`src/issuePkg.sv`:
```
package issuePkg;

  localparam int InstWidth = 32;

  // class opcode field
  localparam int OpcodeLsb = 5;
  localparam int OpcodeMsb = 7;

  // nonzero select fields split the csr opcode into mul and div
  localparam int MulSelLsb = 8;
  localparam int MulSelMsb = 11;
  localparam int DivSelLsb = 12;
  localparam int DivSelMsb = 15;

  localparam logic [2:0] OpLsu       = 3'd1;
  localparam logic [2:0] OpCsrMulDiv = 3'd3;
  localparam logic [2:0] OpBranch    = 3'd4;

  // one issue queue per real class
  localparam int NumUnits = 5;

  // values below NumUnits double as queue index
  typedef enum logic [2:0] {
    UnitAlu  = 3'd0,
    UnitLsu  = 3'd1,
    UnitCsr  = 3'd2,
    UnitMul  = 3'd3,
    UnitDiv  = 3'd4,
    UnitNone = 3'd5
  } unitSel_e;

endpackage
```
`src/issueTop.sv`:
```
`timescale 1ns/1ns

module issueTop #(
  parameter int NumSlots   = 4,
  parameter int QueueDepth = 4
) (
  input  logic                                    w_CsrPmtFire,
  input  logic                                    rstn,
  input  logic                                    i_BundleValid,
  output logic                                    o_BundleReady,
  input  logic [NumSlots*issuePkg::InstWidth-1:0] i_Bundle,
  input  logic                                    i_HasBranch,
  input  logic [$clog2(NumSlots)-1:0]             i_BranchIdx,
  output logic                                    o_LsuValid,
  output logic [issuePkg::InstWidth-1:0]          o_LsuInst,
  input  logic                                    i_LsuReady,
  output logic                                    o_CsrValid,
  output logic [issuePkg::InstWidth-1:0]          o_CsrInst,
  input  logic                                    i_CsrReady,
  output logic                                    o_MulValid,
  output logic [issuePkg::InstWidth-1:0]          o_MulInst,
  input  logic                                    i_MulReady,
  output logic                                    o_DivValid,
  output logic [issuePkg::InstWidth-1:0]          o_DivInst,
  input  logic                                    i_DivReady,
  output logic                                    o_AluValid,
  output logic [issuePkg::InstWidth-1:0]          o_AluInst,
  input  logic                                    i_AluReady
);

  import issuePkg::*;

  logic [NumSlots-1:0]           w_SlotValid;
  unitSel_e                      w_SlotClass [NumSlots];
  logic [NumSlots*InstWidth-1:0] w_SlotInst;
  logic                          w_SlotsDone;
  logic [NumUnits-1:0]           w_PushValid;
  logic [InstWidth-1:0]          w_PushInst;
  logic [NumUnits-1:0]           w_PushReady;

  bundleDecode #(.NumSlots(NumSlots)) decode (
    .w_CsrPmtFire (w_CsrPmtFire),
    .rstn         (rstn),
    .i_BundleValid(i_BundleValid),
    .o_BundleReady(o_BundleReady),
    .i_Bundle     (i_Bundle),
    .i_HasBranch  (i_HasBranch),
    .i_BranchIdx  (i_BranchIdx),
    .i_SlotsDone  (w_SlotsDone),
    .o_SlotValid  (w_SlotValid),
    .o_SlotClass  (w_SlotClass),
    .o_SlotInst   (w_SlotInst)
  );

  slotSteer #(.NumSlots(NumSlots)) steer (
    .w_CsrPmtFire(w_CsrPmtFire),
    .rstn        (rstn),
    .i_SlotValid (w_SlotValid),
    .i_SlotClass (w_SlotClass),
    .i_SlotInst  (w_SlotInst),
    .o_SlotsDone (w_SlotsDone),
    .o_PushValid (w_PushValid),
    .o_PushInst  (w_PushInst),
    .i_PushReady (w_PushReady)
  );

  // one queue per class, push lanes indexed by class
  unitQueue #(.QueueDepth(QueueDepth)) lsuQueue (
    .w_CsrPmtFire(w_CsrPmtFire),
    .rstn        (rstn),
    .i_PushValid (w_PushValid[UnitLsu]),
    .o_PushReady (w_PushReady[UnitLsu]),
    .i_PushInst  (w_PushInst),
    .o_PopValid  (o_LsuValid),
    .i_PopReady  (i_LsuReady),
    .o_PopInst   (o_LsuInst)
  );

  unitQueue #(.QueueDepth(QueueDepth)) csrQueue (
    .w_CsrPmtFire(w_CsrPmtFire),
    .rstn        (rstn),
    .i_PushValid (w_PushValid[UnitCsr]),
    .o_PushReady (w_PushReady[UnitCsr]),
    .i_PushInst  (w_PushInst),
    .o_PopValid  (o_CsrValid),
    .i_PopReady  (i_CsrReady),
    .o_PopInst   (o_CsrInst)
  );

  unitQueue #(.QueueDepth(QueueDepth)) mulQueue (
    .w_CsrPmtFire(w_CsrPmtFire),
    .rstn        (rstn),
    .i_PushValid (w_PushValid[UnitMul]),
    .o_PushReady (w_PushReady[UnitMul]),
    .i_PushInst  (w_PushInst),
    .o_PopValid  (o_MulValid),
    .i_PopReady  (i_MulReady),
    .o_PopInst   (o_MulInst)
  );

  unitQueue #(.QueueDepth(QueueDepth)) divQueue (
    .w_CsrPmtFire(w_CsrPmtFire),
    .rstn        (rstn),
    .i_PushValid (w_PushValid[UnitDiv]),
    .o_PushReady (w_PushReady[UnitDiv]),
    .i_PushInst  (w_PushInst),
    .o_PopValid  (o_DivValid),
    .i_PopReady  (i_DivReady),
    .o_PopInst   (o_DivInst)
  );

  unitQueue #(.QueueDepth(QueueDepth)) aluQueue (
    .w_CsrPmtFire(w_CsrPmtFire),
    .rstn        (rstn),
    .i_PushValid (w_PushValid[UnitAlu]),
    .o_PushReady (w_PushReady[UnitAlu]),
    .i_PushInst  (w_PushInst),
    .o_PopValid  (o_AluValid),
    .i_PopReady  (i_AluReady),
    .o_PopInst   (o_AluInst)
  );

endmodule

```
`src/unitQueue.sv`:
```
`timescale 1ns/1ns

module unitQueue #(
  parameter int QueueDepth = 4
) (
  input  logic                           w_CsrPmtFire,
  input  logic                           rstn,
  input  logic                           i_PushValid,
  output logic                           o_PushReady,
  input  logic [issuePkg::InstWidth-1:0] i_PushInst,
  output logic                           o_PopValid,
  input  logic                           i_PopReady,
  output logic [issuePkg::InstWidth-1:0] o_PopInst
);

  import issuePkg::*;

  localparam int PtrWidth   = (QueueDepth > 1) ? $clog2(QueueDepth) : 1;
  localparam int CountWidth = $clog2(QueueDepth + 1);

  logic [InstWidth-1:0]  r_Mem [QueueDepth];
  logic [PtrWidth-1:0]   r_WrPtr;
  logic [PtrWidth-1:0]   r_RdPtr;
  logic [CountWidth-1:0] r_Count;
  logic                  w_Full;
  logic                  w_Push;
  logic                  w_Pop;

  function automatic logic [PtrWidth-1:0] nextPtr(input logic [PtrWidth-1:0] ptr);
    if (ptr == PtrWidth'(QueueDepth - 1)) return '0;
    return ptr + 1'b1;
  endfunction

  assign w_Full      = (r_Count == CountWidth'(QueueDepth));
  assign o_PopValid  = (r_Count != '0);
  // a pop frees the slot in the same cycle
  assign o_PushReady = !w_Full || i_PopReady;
  assign w_Push      = i_PushValid && o_PushReady;
  assign w_Pop       = o_PopValid && i_PopReady;
  assign o_PopInst   = r_Mem[r_RdPtr];

  always_ff @(posedge w_CsrPmtFire or negedge rstn) begin
    if (!rstn) begin
      r_WrPtr <= '0;
      r_RdPtr <= '0;
      r_Count <= '0;
    end else begin
      if (w_Push) begin
        r_WrPtr <= nextPtr(r_WrPtr);
      end
      if (w_Pop) begin
        r_RdPtr <= nextPtr(r_RdPtr);
      end
      if (w_Push && !w_Pop) begin
        r_Count <= r_Count + 1'b1;
      end else if (w_Pop && !w_Push) begin
        r_Count <= r_Count - 1'b1;
      end
    end
  end

  always_ff @(posedge w_CsrPmtFire) begin
    if (w_Push) begin
      r_Mem[r_WrPtr] <= i_PushInst;
    end
  end

endmodule

```
`src/slotSteer.sv`:
```
`timescale 1ns/1ns

module slotSteer #(
  parameter int NumSlots = 4
) (
  input  logic                                    w_CsrPmtFire,
  input  logic                                    rstn,
  input  logic [NumSlots-1:0]                     i_SlotValid,
  input  issuePkg::unitSel_e                      i_SlotClass [NumSlots],
  input  logic [NumSlots*issuePkg::InstWidth-1:0] i_SlotInst,
  output logic                                    o_SlotsDone,
  output logic [issuePkg::NumUnits-1:0]           o_PushValid,
  output logic [issuePkg::InstWidth-1:0]          o_PushInst,
  input  logic [issuePkg::NumUnits-1:0]           i_PushReady
);

  import issuePkg::*;

  localparam int SelWidth = $clog2(NumSlots);

  logic [NumSlots-1:0] r_Consumed;
  logic [NumSlots-1:0] w_Remaining;
  logic                w_Found;
  logic [SelWidth-1:0] w_Sel;
  unitSel_e            w_SelClass;
  logic                w_PushFire;

  assign w_Remaining = i_SlotValid & ~r_Consumed;

  // lowest live slot not yet pushed
  always_comb begin
    w_Found = 1'b0;
    w_Sel   = '0;
    for (int s = 0; s < NumSlots; s++) begin
      if (w_Remaining[s] && !w_Found) begin
        w_Found = 1'b1;
        w_Sel   = SelWidth'(s);
      end
    end
  end

  assign w_SelClass = i_SlotClass[w_Sel];
  assign o_PushInst = i_SlotInst[w_Sel*InstWidth +: InstWidth];

  // only the queue of the selected class sees valid
  always_comb begin
    for (int u = 0; u < NumUnits; u++) begin
      o_PushValid[u] = w_Found && (w_SelClass == unitSel_e'(u));
    end
  end

  assign w_PushFire = |(o_PushValid & i_PushReady);

  // high once nothing is left, also while no bundle is held
  assign o_SlotsDone = ~|w_Remaining;

  always_ff @(posedge w_CsrPmtFire or negedge rstn) begin
    if (!rstn) begin
      r_Consumed <= '0;
    end else if (o_SlotsDone) begin
      r_Consumed <= '0;
    end else if (w_PushFire) begin
      r_Consumed[w_Sel] <= 1'b1;
    end
  end

endmodule

```
`src/bundleDecode.sv`:
```
`timescale 1ns/1ns

module bundleDecode #(
  parameter int NumSlots = 4
) (
  input  logic                                        w_CsrPmtFire,
  input  logic                                        rstn,
  input  logic                                        i_BundleValid,
  output logic                                        o_BundleReady,
  input  logic [NumSlots*issuePkg::InstWidth-1:0]     i_Bundle,
  input  logic                                        i_HasBranch,
  input  logic [$clog2(NumSlots)-1:0]                 i_BranchIdx,
  input  logic                                        i_SlotsDone,
  output logic [NumSlots-1:0]                         o_SlotValid,
  output issuePkg::unitSel_e                          o_SlotClass [NumSlots],
  output logic [NumSlots*issuePkg::InstWidth-1:0]     o_SlotInst
);

  import issuePkg::*;

  logic                          r_Ready;
  logic [NumSlots-1:0]           r_Live;
  logic [NumSlots-1:0]           w_Live;
  logic [NumSlots*InstWidth-1:0] r_SlotInst;
  unitSel_e                      r_SlotClass [NumSlots];
  unitSel_e                      w_Class [NumSlots];
  logic                          w_Accept;

  function automatic unitSel_e classify(input logic [InstWidth-1:0] inst);
    logic [OpcodeMsb-OpcodeLsb:0] opcode;
    opcode = inst[OpcodeMsb:OpcodeLsb];
    case (opcode)
      OpLsu: return UnitLsu;
      OpCsrMulDiv: begin
        // mul select wins over div select
        if (|inst[MulSelMsb:MulSelLsb]) return UnitMul;
        if (|inst[DivSelMsb:DivSelLsb]) return UnitDiv;
        return UnitCsr;
      end
      OpBranch: return UnitNone;
      default: return UnitAlu;
    endcase
  endfunction

  assign w_Accept = i_BundleValid && r_Ready;

  always_comb begin
    for (int s = 0; s < NumSlots; s++) begin
      w_Class[s] = classify(i_Bundle[s*InstWidth +: InstWidth]);
      // cut off everything past the branch slot
      w_Live[s] = (w_Class[s] != UnitNone) && (!i_HasBranch || s <= int'(i_BranchIdx));
    end
  end

  // accept has priority, done is also seen while idle
  always_ff @(posedge w_CsrPmtFire or negedge rstn) begin
    if (!rstn) begin
      r_Ready <= 1'b1;
      r_Live  <= '0;
    end else if (w_Accept) begin
      r_Ready <= 1'b0;
      r_Live  <= w_Live;
    end else if (i_SlotsDone) begin
      r_Ready <= 1'b1;
      r_Live  <= '0;
    end
  end

  always_ff @(posedge w_CsrPmtFire) begin
    if (w_Accept) begin
      r_SlotInst  <= i_Bundle;
      r_SlotClass <= w_Class;
    end
  end

  assign o_BundleReady = r_Ready;
  assign o_SlotValid   = r_Live;
  assign o_SlotClass   = r_SlotClass;
  assign o_SlotInst    = r_SlotInst;

endmodule

```
`config.mk`:
```
export PLATFORM = sky130hd
export DESIGN_NAME = issueTop
export DESIGN_NICKNAME = d
export VERILOG_FILES = /design/src/issuePkg.sv /design/src/issueTop.sv /design/src/unitQueue.sv /design/src/slotSteer.sv /design/src/bundleDecode.sv
export SDC_FILE = /design/constraint.sdc
export NUM_CORES = 1
export LEC_CHECK = 0
export ABC_CLOCK_PERIOD_IN_PS = 4700
export BUFFER_PORTS_ARGS = -buffer_cell sky130_fd_sc_hd__buf_4
export CAP_MARGIN = 20
export CORE_MARGIN = 2
export CORE_UTILIZATION = 45
export DETAILED_ROUTE_END_ITERATION = 10
export SLEW_MARGIN = 25
export SYNTH_ARGS = -nofsm -noshare
export SYNTH_HDL_FRONTEND = slang
export SYNTH_SLANG_ARGS = --single-unit
```
`constraint.sdc`:
```
create_clock -name w_CsrPmtFire -period 4.7 [get_ports w_CsrPmtFire]
set_input_delay 0.47 -clock w_CsrPmtFire [delete_from_list [all_inputs] [get_ports w_CsrPmtFire]]
set_output_delay 0.47 -clock w_CsrPmtFire [all_outputs]
set_load 0.005 [all_outputs]
```
-- Yosys cells after proc, flatten, opt, wreduce, memory -nomap -nowiden
Memories as Yosys holds them, arrays and structs flattened.
Cells that the tools add are included.
- register bits after elaboration: 184
- bits in writable memories: 640
- input bits: 139
- output and inout port bits: 166
- logic and storage cells: 296
- memories kept: 5
- memories (memory ; depth ; bits a word ; rd ports ; clocked after Yosys merged registers in ; wr ports ; RTL line ; source):
    aluQueue.r_Mem ; 4 ; 32 ; 1 ; 0 ; 1 ; unitQueue.sv:21 ; logic [InstWidth-1:0] r_Mem [QueueDepth];
    csrQueue.r_Mem ; 4 ; 32 ; 1 ; 0 ; 1 ; unitQueue.sv:21 ;
    divQueue.r_Mem ; 4 ; 32 ; 1 ; 0 ; 1 ; unitQueue.sv:21 ;
    lsuQueue.r_Mem ; 4 ; 32 ; 1 ; 0 ; 1 ; unitQueue.sv:21 ;
    mulQueue.r_Mem ; 4 ; 32 ; 1 ; 0 ; 1 ; unitQueue.sv:21 ;
- $add $sub $neg: 20
- $lt $le $gt $ge: 6
- equal/unequal tests: 37
- shift operators: 1
- mux-type cells: 118
- bitwise logic cells: 5
- reductions and logical operators: 81
- operators by type and width (operator ; count):
    indexed part select 128 x 8 -> 32 bit ; 1
    2-to-1 mux 3 bit ; 28
    2-to-1 mux 1 bit ; 58
    2-to-1 mux 2 bit ; 22
    case mux 3 bit (3 select lines) ; 4
    OR reduction 4 bit ; 9
    logical AND 1 bit ; 33
    == test 3 bit, second input constant ; 10
    adder 2 x 1 -> 2 bit, second input constant ; 10
    == test 2 bit, second input constant ; 10
    zero test 1 bit ; 19
    == test 3 x 2 -> 1 bit, second input constant ; 6
    2-to-1 mux 4 bit ; 4
    adder 3 x 1 -> 3 bit, second input constant ; 5
    == test 3 x 1 -> 1 bit, second input constant ; 5
    nonzero test 3 bit ; 5
    subtractor 3 x 1 -> 3 bit, second input constant ; 5
    != test 3 bit, second input constant ; 4
    nonzero test 2 bit ; 5
    logical OR 1 bit ; 8
    binary-select mux 3 bit (select 2 bit) ; 1
    AND 5 bit ; 1
    OR reduction 5 bit ; 1
    AND 4 bit ; 1
    12 further kinds ; 13

-- Depth between registers and ports, before layout
Gate-level depths: netlist of the first run.
- depth in word-level cells: 23
- gate-level depth with buffers: 13
- depth with buffers taken out: 11

-- Hierarchy
Synthesis of the first run repeated with hierarchy kept, for this count alone.
- cell total of the unflattened synthesis: 1397
- area total of the unflattened synthesis: 30972.2 um^2
- modules (own cells, without submodules) (module ; times used ; cells an instance ; area each (um^2) ; seq. area each (um^2)):
    unitQueue ; 5 ; 207 ; 5048.6 ; 4018.9
    bundleDecode ; 1 ; 198 ; 4673.2 ; 4330.4
    slotSteer ; 1 ; 164 ; 1056.0 ; 100.1

-- Worst setup path before layout of the first run
No wires, ideal clock.
- path kind: flip-flop to flip-flop
- start point: reg decode.r_Ready (netlist: decode.o_BundleReady)
- end point: reg decode.r_Live[1] (netlist: decode.o_SlotValid[1])
- library setup time: 91 ps
- arrival time: 3837 ps
- required time: 4609 ps
- path slack: 772 ps
- stages on the path, launching flop included: 5
- path buffers: 0
- clock period less this slack: 3928 ps
- cell sequence: dfstp_2 > nand2_1 > inv_1 > a21oi_1 > o21ai_0
- longest elaborated chain between the ends: 2
- elaborated cells on any way between the ends: 3
- those cells by class: eq/ne (1); mux (1); reduce/logical (1)
- ends and longest elaborated chain (what ; RTL line ; source):
    from (decl) ; bundleDecode.sv:21 ; logic r_Ready;
    from (signal assigned) ; bundleDecode.sv:58 ; r_Ready <= 1'b1;
    from (signal assigned) ; bundleDecode.sv:61 ; r_Ready <= 1'b0;
    from (signal assigned) ; bundleDecode.sv:64 ; r_Ready <= 1'b1;
    logical AND 1 bit * ; bundleDecode.sv:45 ; assign w_Accept = i_BundleValid && r_Ready;
    via decode.w_Accept ; bundleDecode.sv:27 ; logic w_Accept;
    != test 2 bit (no source line) or 2-to-1 mux 4 bit (tied branches) ; n/a ;
    to (signal assigned) ; bundleDecode.sv:62 ; r_Live <= w_Live;
    to (decl) ; bundleDecode.sv:22 ; logic [NumSlots-1:0] r_Live;
Mark *: on every way through the listed nets, which the timed path passes. The rest lies on a longest branch.
A chain may end at the register's enable or synchronous reset.

-- Worst setup path in the final report of the first run
- start point: reg steer.r_Consumed[2]
- end point: reg aluQueue.r_Count[2]
- longest elaborated chain between the ends: 17
- elaborated cells on any way between the ends: 21
- those cells by class: mux (8); bitwise (3); reduce/logical (10)
- ends and longest elaborated chain (what ; RTL line ; source):
    from (decl) ; slotSteer.sv:21 ; logic [NumSlots-1:0] r_Consumed;
    from (signal assigned) ; slotSteer.sv:59 ; r_Consumed <= '0;
    from (signal assigned) ; slotSteer.sv:61 ; r_Consumed <= '0;
    from (signal, indexed assignment) ; slotSteer.sv:63 ; r_Consumed[w_Sel] <= 1'b1;
    NOT 4 bit * ; slotSteer.sv:28 ; assign w_Remaining = i_SlotValid & ~r_Consumed;
    AND 4 bit * ; slotSteer.sv:28 ;
    logical AND 1 bit * ; slotSteer.sv:35 ; if (w_Remaining[s] && !w_Found) begin
    2-to-1 mux 1 bit ; slotSteer.sv:35 ;
    zero test 1 bit ; slotSteer.sv:35 ;
    logical AND 1 bit ; slotSteer.sv:35 ;
    2-to-1 mux 2 bit ; slotSteer.sv:35 ;
    NOT 2 -> 3 bit (implied by the code) ; slotSteer.sv:42 ; assign w_SelClass = i_SlotClass[w_Sel];
    binary-select mux 3 bit (select 2 bit) ; slotSteer.sv:42 ;
    2-to-1 mux 3 bit (implied by the code) (2 in series) ; slotSteer.sv:42 ;
    zero test 3 bit ; slotSteer.sv:48 ; o_PushValid[u] = w_Found && (w_SelClass == unitSel_e'(u));
    logical AND 1 bit * ; slotSteer.sv:48 ;
    logical AND 1 bit * ; unitQueue.sv:38 ; assign w_Push = i_PushValid && o_PushReady;
    via aluQueue.w_Push ; unitQueue.sv:26 ; logic w_Push;
    zero test 1 bit ; unitQueue.sv:56 ; end else if (w_Pop && !w_Push) begin
    logical AND 1 bit ; unitQueue.sv:56 ;
    nonzero test 2 bit (no source line) ; n/a ;
    to (signal assigned) ; unitQueue.sv:55 ; r_Count <= r_Count + 1'b1;
    to (signal assigned) ; unitQueue.sv:57 ; r_Count <= r_Count - 1'b1;
    to (decl) ; unitQueue.sv:24 ; logic [CountWidth-1:0] r_Count;
Mark *: on every way through the listed nets, which the timed path passes. The rest lies on a longest branch. The select of a mux whose other input is x is not followed.

==> results.cfg, run 1 <==
[setup_path]
critical_path_class = flop to flop
cp_data_required_time_ns = 5.23
cp_max_fo = 8
arrival_ns = 3.77
worst_setup_path_start_kind = flop
cp-end-kind = flop

[detailed_routing]
drt_iter0_drc = 1478
wl_um = 75000
drt.antenna.violating_nets = 0
dr_total_vias = 15400
wl_per_cell_um = 26.9
drc_errors = 0
via_per_inst = 5.52
dr.pass1.iters = 5

[synthesis]
synth_edf_count = 780
synth_nets = 1568
yosys_warnings = 0
ys.flop_type = edfxtp_1
async_flop_share_pct = 5.34
yosysSeqAreaShare_pct = 78.8
synth.avg_cell_area_um2 = 22.3
netlist_area_um2 = 31100
synth-seq-cells = 824
postSynthCellCount = 1394
synth.distinct_cells = 55

[cts]
tritoncts.num_buffers = 83
cts_tree = done
clock_latency_ns = 0.63
clkTransAtPathRegs_ns = 0.06
cts_root_buffer = clkbuf_16
cts.sinks = 824
ctsResizeCount = 0
clockBufferDepth = 3
htree_levels = 3

[floorplan]
start_util_pct = 45.4
io-pin-count = 305
dieArea_um2 = 71200
die_y_um = 267
placementRows = 96
placeableCoreArea_um2 = 68500
die_x_um = 267

[final_layout]
drive_above_1_share_pct = 36.5
fill_cells = 5180
layout_commonest_cell = edfxtp_1
areaGrowthSynthToFinish_pct = 22.7
regArea_um2 = 24500
multi_input_area_um2 = 6470
nNetsFinal = 2006
final_cell_mix = edfxtp_1 (780), buf_4 (346), mux4_2 (160)

[status]
status = finished clean

[grt]
grt_pass1_wl_um = 108000
antenna_found_initial = 2
overflow = 0
grt_max_degree = 137
grt_use_total_pct = 21.4
grt_pass1_vias = 15800

[pwr]
ir_worst_vdd_uv = 639
power_mw = 27.7
leakagePower_nw = 13.1
power_density_nw_per_um2 = 725

[timing]
relSlewSlack_pct = 28.9
final_max_slew_viol_count = 0
finalCritPeriodShare_pct = 68.9
min_period_ns = 3.24
setup_violations = 0
rsz0062_at_grt = no
worst_slew_pin_slew_ns = 1.07
finalClockSkew_ns = 0.0209
hold_violations = 0
finalSetupTns_ns = 0
fmax_ghz = 0.309

[hold_path]
hold_class = input port to flop

[placement]
post-dp-hpwl_um = 46700
port_buffers = 304
routabilityCongestion = 0.814

[flow_run]
drv_cap = 0
final cells by class:
class	count	area share (%)
diodes	3	0.0197
clock buffers	112	5.84
clock inverters	41	1.22
inverters	22	0.223
multi-input cells	491	17.0
flip-flops and latches	824	64.3
well taps	882	2.89
repair buffers	410	8.54
synth_stat cells (3+ instances only):
| cell type | number | area [um2] |
|---|---|---|
| buf_2 | 13 | 65.1 |
| nand2_1 | 27 | 101 |
| or3_1 | 5 | 31.3 |
| clkbuf_1 | 34 | 128 |
| edfxtp_1 | 780 | 23400 |
| and3_1 | 3 | 18.8 |
| ha_1 | 30 | 375 |
| a21oi_1 | 6 | 30.0 |
| mux2_2 | 10 | 113 |
| nor3_1 | 9 | 45.0 |
| dfrtp_1 | 43 | 1080 |
| o21ai_1 | 6 | 30.0 |
| o21ai_0 | 41 | 205 |
| mux2i_1 | 32 | 320 |
| nand3_1 | 6 | 30.0 |
| nor4_1 | 4 | 25.0 |
| fa_1 | 5 | 100 |
| inv_1 | 22 | 82.6 |
| buf_1 | 7 | 26.3 |
| o41ai_1 | 5 | 43.8 |
| mux4_2 | 160 | 3600 |
| a22oi_1 | 32 | 240 |
| nand3b_1 | 4 | 30.0 |
| nor2_1 | 17 | 63.8 |
| xnor2_1 | 6 | 52.6 |
| xor2_1 | 9 | 78.8 |
| nand2b_1 | 6 | 37.5 |
| mux2_1 | 4 | 45.0 |
| and2_1 | 20 | 125 |
| and3b_1 | 3 | 26.3 |
| a21o_1 | 5 | 37.5 |
| mux2_4 | 4 | 60.1 |
| nor2b_1 | 4 | 25.0 |
| nor4b_1 | 4 | 35.0 |
final timing paths:
check / end / cells after the start / startpoint / slack [ns]
worst max-delay path: aluQueue.r_Count[2] / 11 / steer.r_Consumed[2] / 1.46
worst min-delay path: decode.o_SlotInst[81] / 1 / i_Bundle[81] / 0.03
worst max register to register: aluQueue.r_Count[2] / 11 / steer.r_Consumed[2] / 1.46
worst min register to register: lsuQueue.r_Count[2] / 1 / lsuQueue.r_Count[2] / 0.48
max in group asynchronous: csrQueue.r_RdPtr[0] / 2 / rstn / 3.82
min in group asynchronous: aluQueue.r_RdPtr[1] / 2 / rstn / 0.40
state kept, by name, indices dropped and copies added, names as in the netlist, 4 cells and up:
name and count:
aluQueue.r_Mem 128, csrQueue.r_Mem 128, decode.o_SlotInst 128, divQueue.r_Mem 128
lsuQueue.r_Mem 128, mulQueue.r_Mem 128, decode.o_SlotClass 12, decode.o_SlotValid 4
steer.r_Consumed 4
stage by stage:
stage                     std cells  util [%]  setup WS (ns)  hold slack, ns  instance area [um2]
after floorplan                1394         -          0.772           0.174                31100
after global placement         2566      50.7           1.57           0.466                34700
after detailed placement       2567      50.7           1.44           0.471                34700
after CTS                      2782      55.6           1.35        0.000136                38100
after global routing           2784      55.7           1.17         0.00160                38200
final                          2785      55.7           1.46          0.0287                38200
power breakdown:
part	total (mW)	switching (mW)	leakage (nW)	internal (mW)
logic	9.26	5.58	4.21	3.68
registers	11.8	0.759	7.62	11.1
clock network	6.56	2.73	1.30	3.83
total	27.7	9.06	13.1	18.6
critical path, cell delays in order, from the launching register on:
cell	delay [ns]
dfrtp_1	0.42
nand2b_1	0.35
nor2_1	0.18
o21ai_0	0.12
a32oi_2	0.39
nor4b_4	0.53
ha_1	0.29
inv_1	0.07
fa_1	0.38
xor2_1	0.17
nor2_1	0.11
xor2_1	0.15
per-layer routing:
layer | wire length, um | vias up | GRT usage, %
met5 | 0 | - | 0
met4 | 1530 | 0 | 5.74
met3 | 3850 | 94 | 3.36
li1 | - | 6669 | -
met1 | 31700 | 8180 | 29.5
met2 | 38000 | 444 | 35.8
repair_timing:
item,in CTS,in global routing
hold buffers,62,0
endpoints found under the setup margin,0,0
hold endpoints to repair,104,0
buffers inserted,0,0
cell families after synthesis:
group	count (synthesis)	share of synthesized area [%]
adders and majority gates	35	1.53
DFF	824	78.8
AOI/OAI and AO/OA	112	2.59
muxes	210	13.3
and+or+nand+nor	119	2.24
xor gates and xnor gates	15	0.422
buffers and inverters	79	1.07
No activity file was read; power rests on OpenSTA's default activity.
==> run 2: changes to the inputs <==
--- a/config.mk
+++ b/config.mk
@@ -5,12 +5,13 @@
 export SDC_FILE = /design/constraint.sdc
 export NUM_CORES = 1
 export LEC_CHECK = 0
-export ABC_CLOCK_PERIOD_IN_PS = 4700
+export ABC_CLOCK_PERIOD_IN_PS = 2900
 export BUFFER_PORTS_ARGS = -buffer_cell sky130_fd_sc_hd__buf_4
 export CAP_MARGIN = 20
 export CORE_MARGIN = 2
 export CORE_UTILIZATION = 45
 export DETAILED_ROUTE_END_ITERATION = 10
+export PLACE_DENSITY = 0.66
 export SLEW_MARGIN = 25
 export SYNTH_ARGS = -nofsm -noshare
 export SYNTH_HDL_FRONTEND = slang
==> constraint.sdc (replaced) <==
create_clock -name w_CsrPmtFire -period 2.9 [get_ports w_CsrPmtFire]
set_input_delay 0.29 -clock w_CsrPmtFire [delete_from_list [all_inputs] [get_ports w_CsrPmtFire]]
set_output_delay 0.29 -clock w_CsrPmtFire [all_outputs]
set_load 0.005 [all_outputs]
==> run 2 against run 1 <==
Against the previous run: sequential share of layout area down 2.3 points; clock skew up 0.013 ns; global-route usage up 0.47 points; maximum frequency up 12%; die area unchanged; final cell count up 4.1%; critical endpoint is now csrQueue.r_Count[2]; largest power group unchanged.
==> results.cfg, run 2 (same netlist as run 1, synthesis figures left out) <==
[setup_path]
arrival_ns = 3.46
cp-end-kind = flop
cp_data_required_time_ns = 3.47
worst_path_largest_cell_delay_ns = 0.42
path_cells = nand2b_2, nor2_1, o21ai_2, a32oi_2, nor4b_4, ha_2, inv_1, fa_1, xor2_1, nor2_1, xor2_1
critical_path_class = flop to flop
worst_setup_path_start_kind = flop
cp_max_fo = 5
slowest_stage = dfrtp_1

[grt]
grt_pass1_vias = 16600
antenna_found_initial = 4
grt_use_total_pct = 21.9
grt_max_degree = 49
grt_pass1_wl_um = 111000
overflow = 0

[floorplan]
io-pin-count = 305
start_util_pct = 45.4
die_x_um = 267
dieArea_um2 = 71200
placementRows = 96
die_y_um = 267
placeableCoreArea_um2 = 68500

[timing]
hold_violations = 0
fmax_ghz = 0.346
final_max_slew_viol_count = 0
worst_slew_pin_slew_ns = 0.822
finalCritPeriodShare_pct = 99.8
setup_slack_ns = 0.00725
relSlewSlack_pct = 44.5
setup_violations = 0
finalClockSkew_ns = 0.0340
min_period_ns = 2.89
rsz0062_at_grt = yes

[cts]
cts.sinks = 824
clock_latency_ns = 0.64
htree_levels = 3
cts_root_buffer = clkbuf_16
cts_tree = done
tritoncts.num_buffers = 83
clkTransAtPathRegs_ns = 0.06
clockBufferDepth = 3

[placement]
port_buffers = 304
post_dp_cell_area_um2 = 35300
post-dp-hpwl_um = 47300
routabilityCongestion = 0.795
pre_cts_slack_ns = -0.0130

[detailed_routing]
via_per_inst = 5.56
drt_iter0_drc = 1559
dr.pass1.iters = 5
dr_total_vias = 16100
drc_errors = 0
drt.antenna.violating_nets = 0
wl_um = 77500
wl_per_cell_um = 26.7

[final_layout]
drive_above_1_share_pct = 37.1
diodes = 0
areaGrowthSynthToFinish_pct = 27.2
fill_cells = 4929
layout_commonest_cell = edfxtp_1
final_cell_mix = edfxtp_1 (780), buf_4 (366), mux4_2 (160)
nNetsFinal = 2122
final_area_um2 = 39600

[pwr]
ir_worst_vdd_uv = 705
power_density_nw_per_um2 = 1170
power_mw = 46.4
leakagePower_nw = 13.8

[flow_run]
drv_cap = 0

[status]
status = finished clean

[hold_path]
hold_class = input port to flop
## run 2: changes by cell type in the layout (fill, tap and decap cells not counted), sizes merged
cell and delta:
clkinvlp +4, clkbuf -10, clkinv +7, bufinv +2
buf +46, dlygate4sd3 +70, inv -2, diode -3
## run 2: worst paths after layout
kind | startpoint | end | slack (ns) | cells after the start
setup / recovery | steer.r_Consumed[2] | csrQueue.r_Count[2] | 0.007 | 11
hold / removal | i_DivReady | divQueue.r_RdPtr[0] | 0.08 | 3
setup reg to reg | steer.r_Consumed[2] | csrQueue.r_Count[2] | 0.007 | 11
hold reg to reg | aluQueue.r_Count[2] | aluQueue.r_Count[2] | 0.48 | 1
max in group asynchronous | rstn | mulQueue.r_RdPtr[0] | 2.23 | 2
min in group asynchronous | rstn | decode.o_SlotValid[3] | 0.22 | 2
## run 2: through the flow
stage	TNS (ns)	utilization (%)	cells	hold WS, ns
3_5_place_dp	-0.0130	51.6	2608	0.339
3_3_place_gp	0	51.6	2608	0.322
6_report	0	57.8	2899	0.0799
5_1_grt	-0.254	57.8	2899	0.0832
4_1_cts	0	57.6	2894	0.0519
2_1_floorplan	-5.42	-	1394	-0.00559
## run 2: layout make-up
cell class,instances,area [um2],share of cell area (%)
Sequential cell,824,24500,62.0
Multi-Input combinational cell,491,6410,16.2
Timing Repair Buffer,526,4630,11.7
Clock buffer,102,2210,5.59
Tap cell,882,1100,2.79
Clock inverter,52,583,1.47
Inverter,22,86.3,0.218
## run 2: report_power, final
part           leakage, nW  switching, mW  internal, mW
Combinational         4.78           9.90          6.76
Clock                 1.34           4.46          6.43
Sequential            7.62          0.910          17.9
Total                 13.8           15.3          31.1
## run 2: worst max-delay path, delay by kind of cell (launching register included)
kind / cells / cell delay (ns)
AOI/OAI and AO/OA: 2 / 0.44
xor gates and xnor gates: 2 / 0.32
adders and majority gates: 2 / 0.64
buffers and inverters: 1 / 0.05
DFF: 1 / 0.42
and+or+nand+nor: 4 / 0.94
## run 2: timing repair
action	CTS	global route
resized for setup	0	15
hold buffers	132	0
pin swaps	1	7
gates cloned	0	0
buffers inserted	0	5
endpoints found under the setup margin	1	8
hold endpoints to repair	176	0
## run 2: layer usage
| metal | up-vias | GRT usage [%] | routed length (um) |
|---|---|---|---|
| met5 | - | 0 | 41 |
| met4 | 6 | 7.26 | 2220 |
| met3 | 125 | 5.07 | 5700 |
| met2 | 646 | 36.7 | 39200 |
| met1 | 8446 | 28.4 | 30300 |
| li1 | 6901 | - | - |
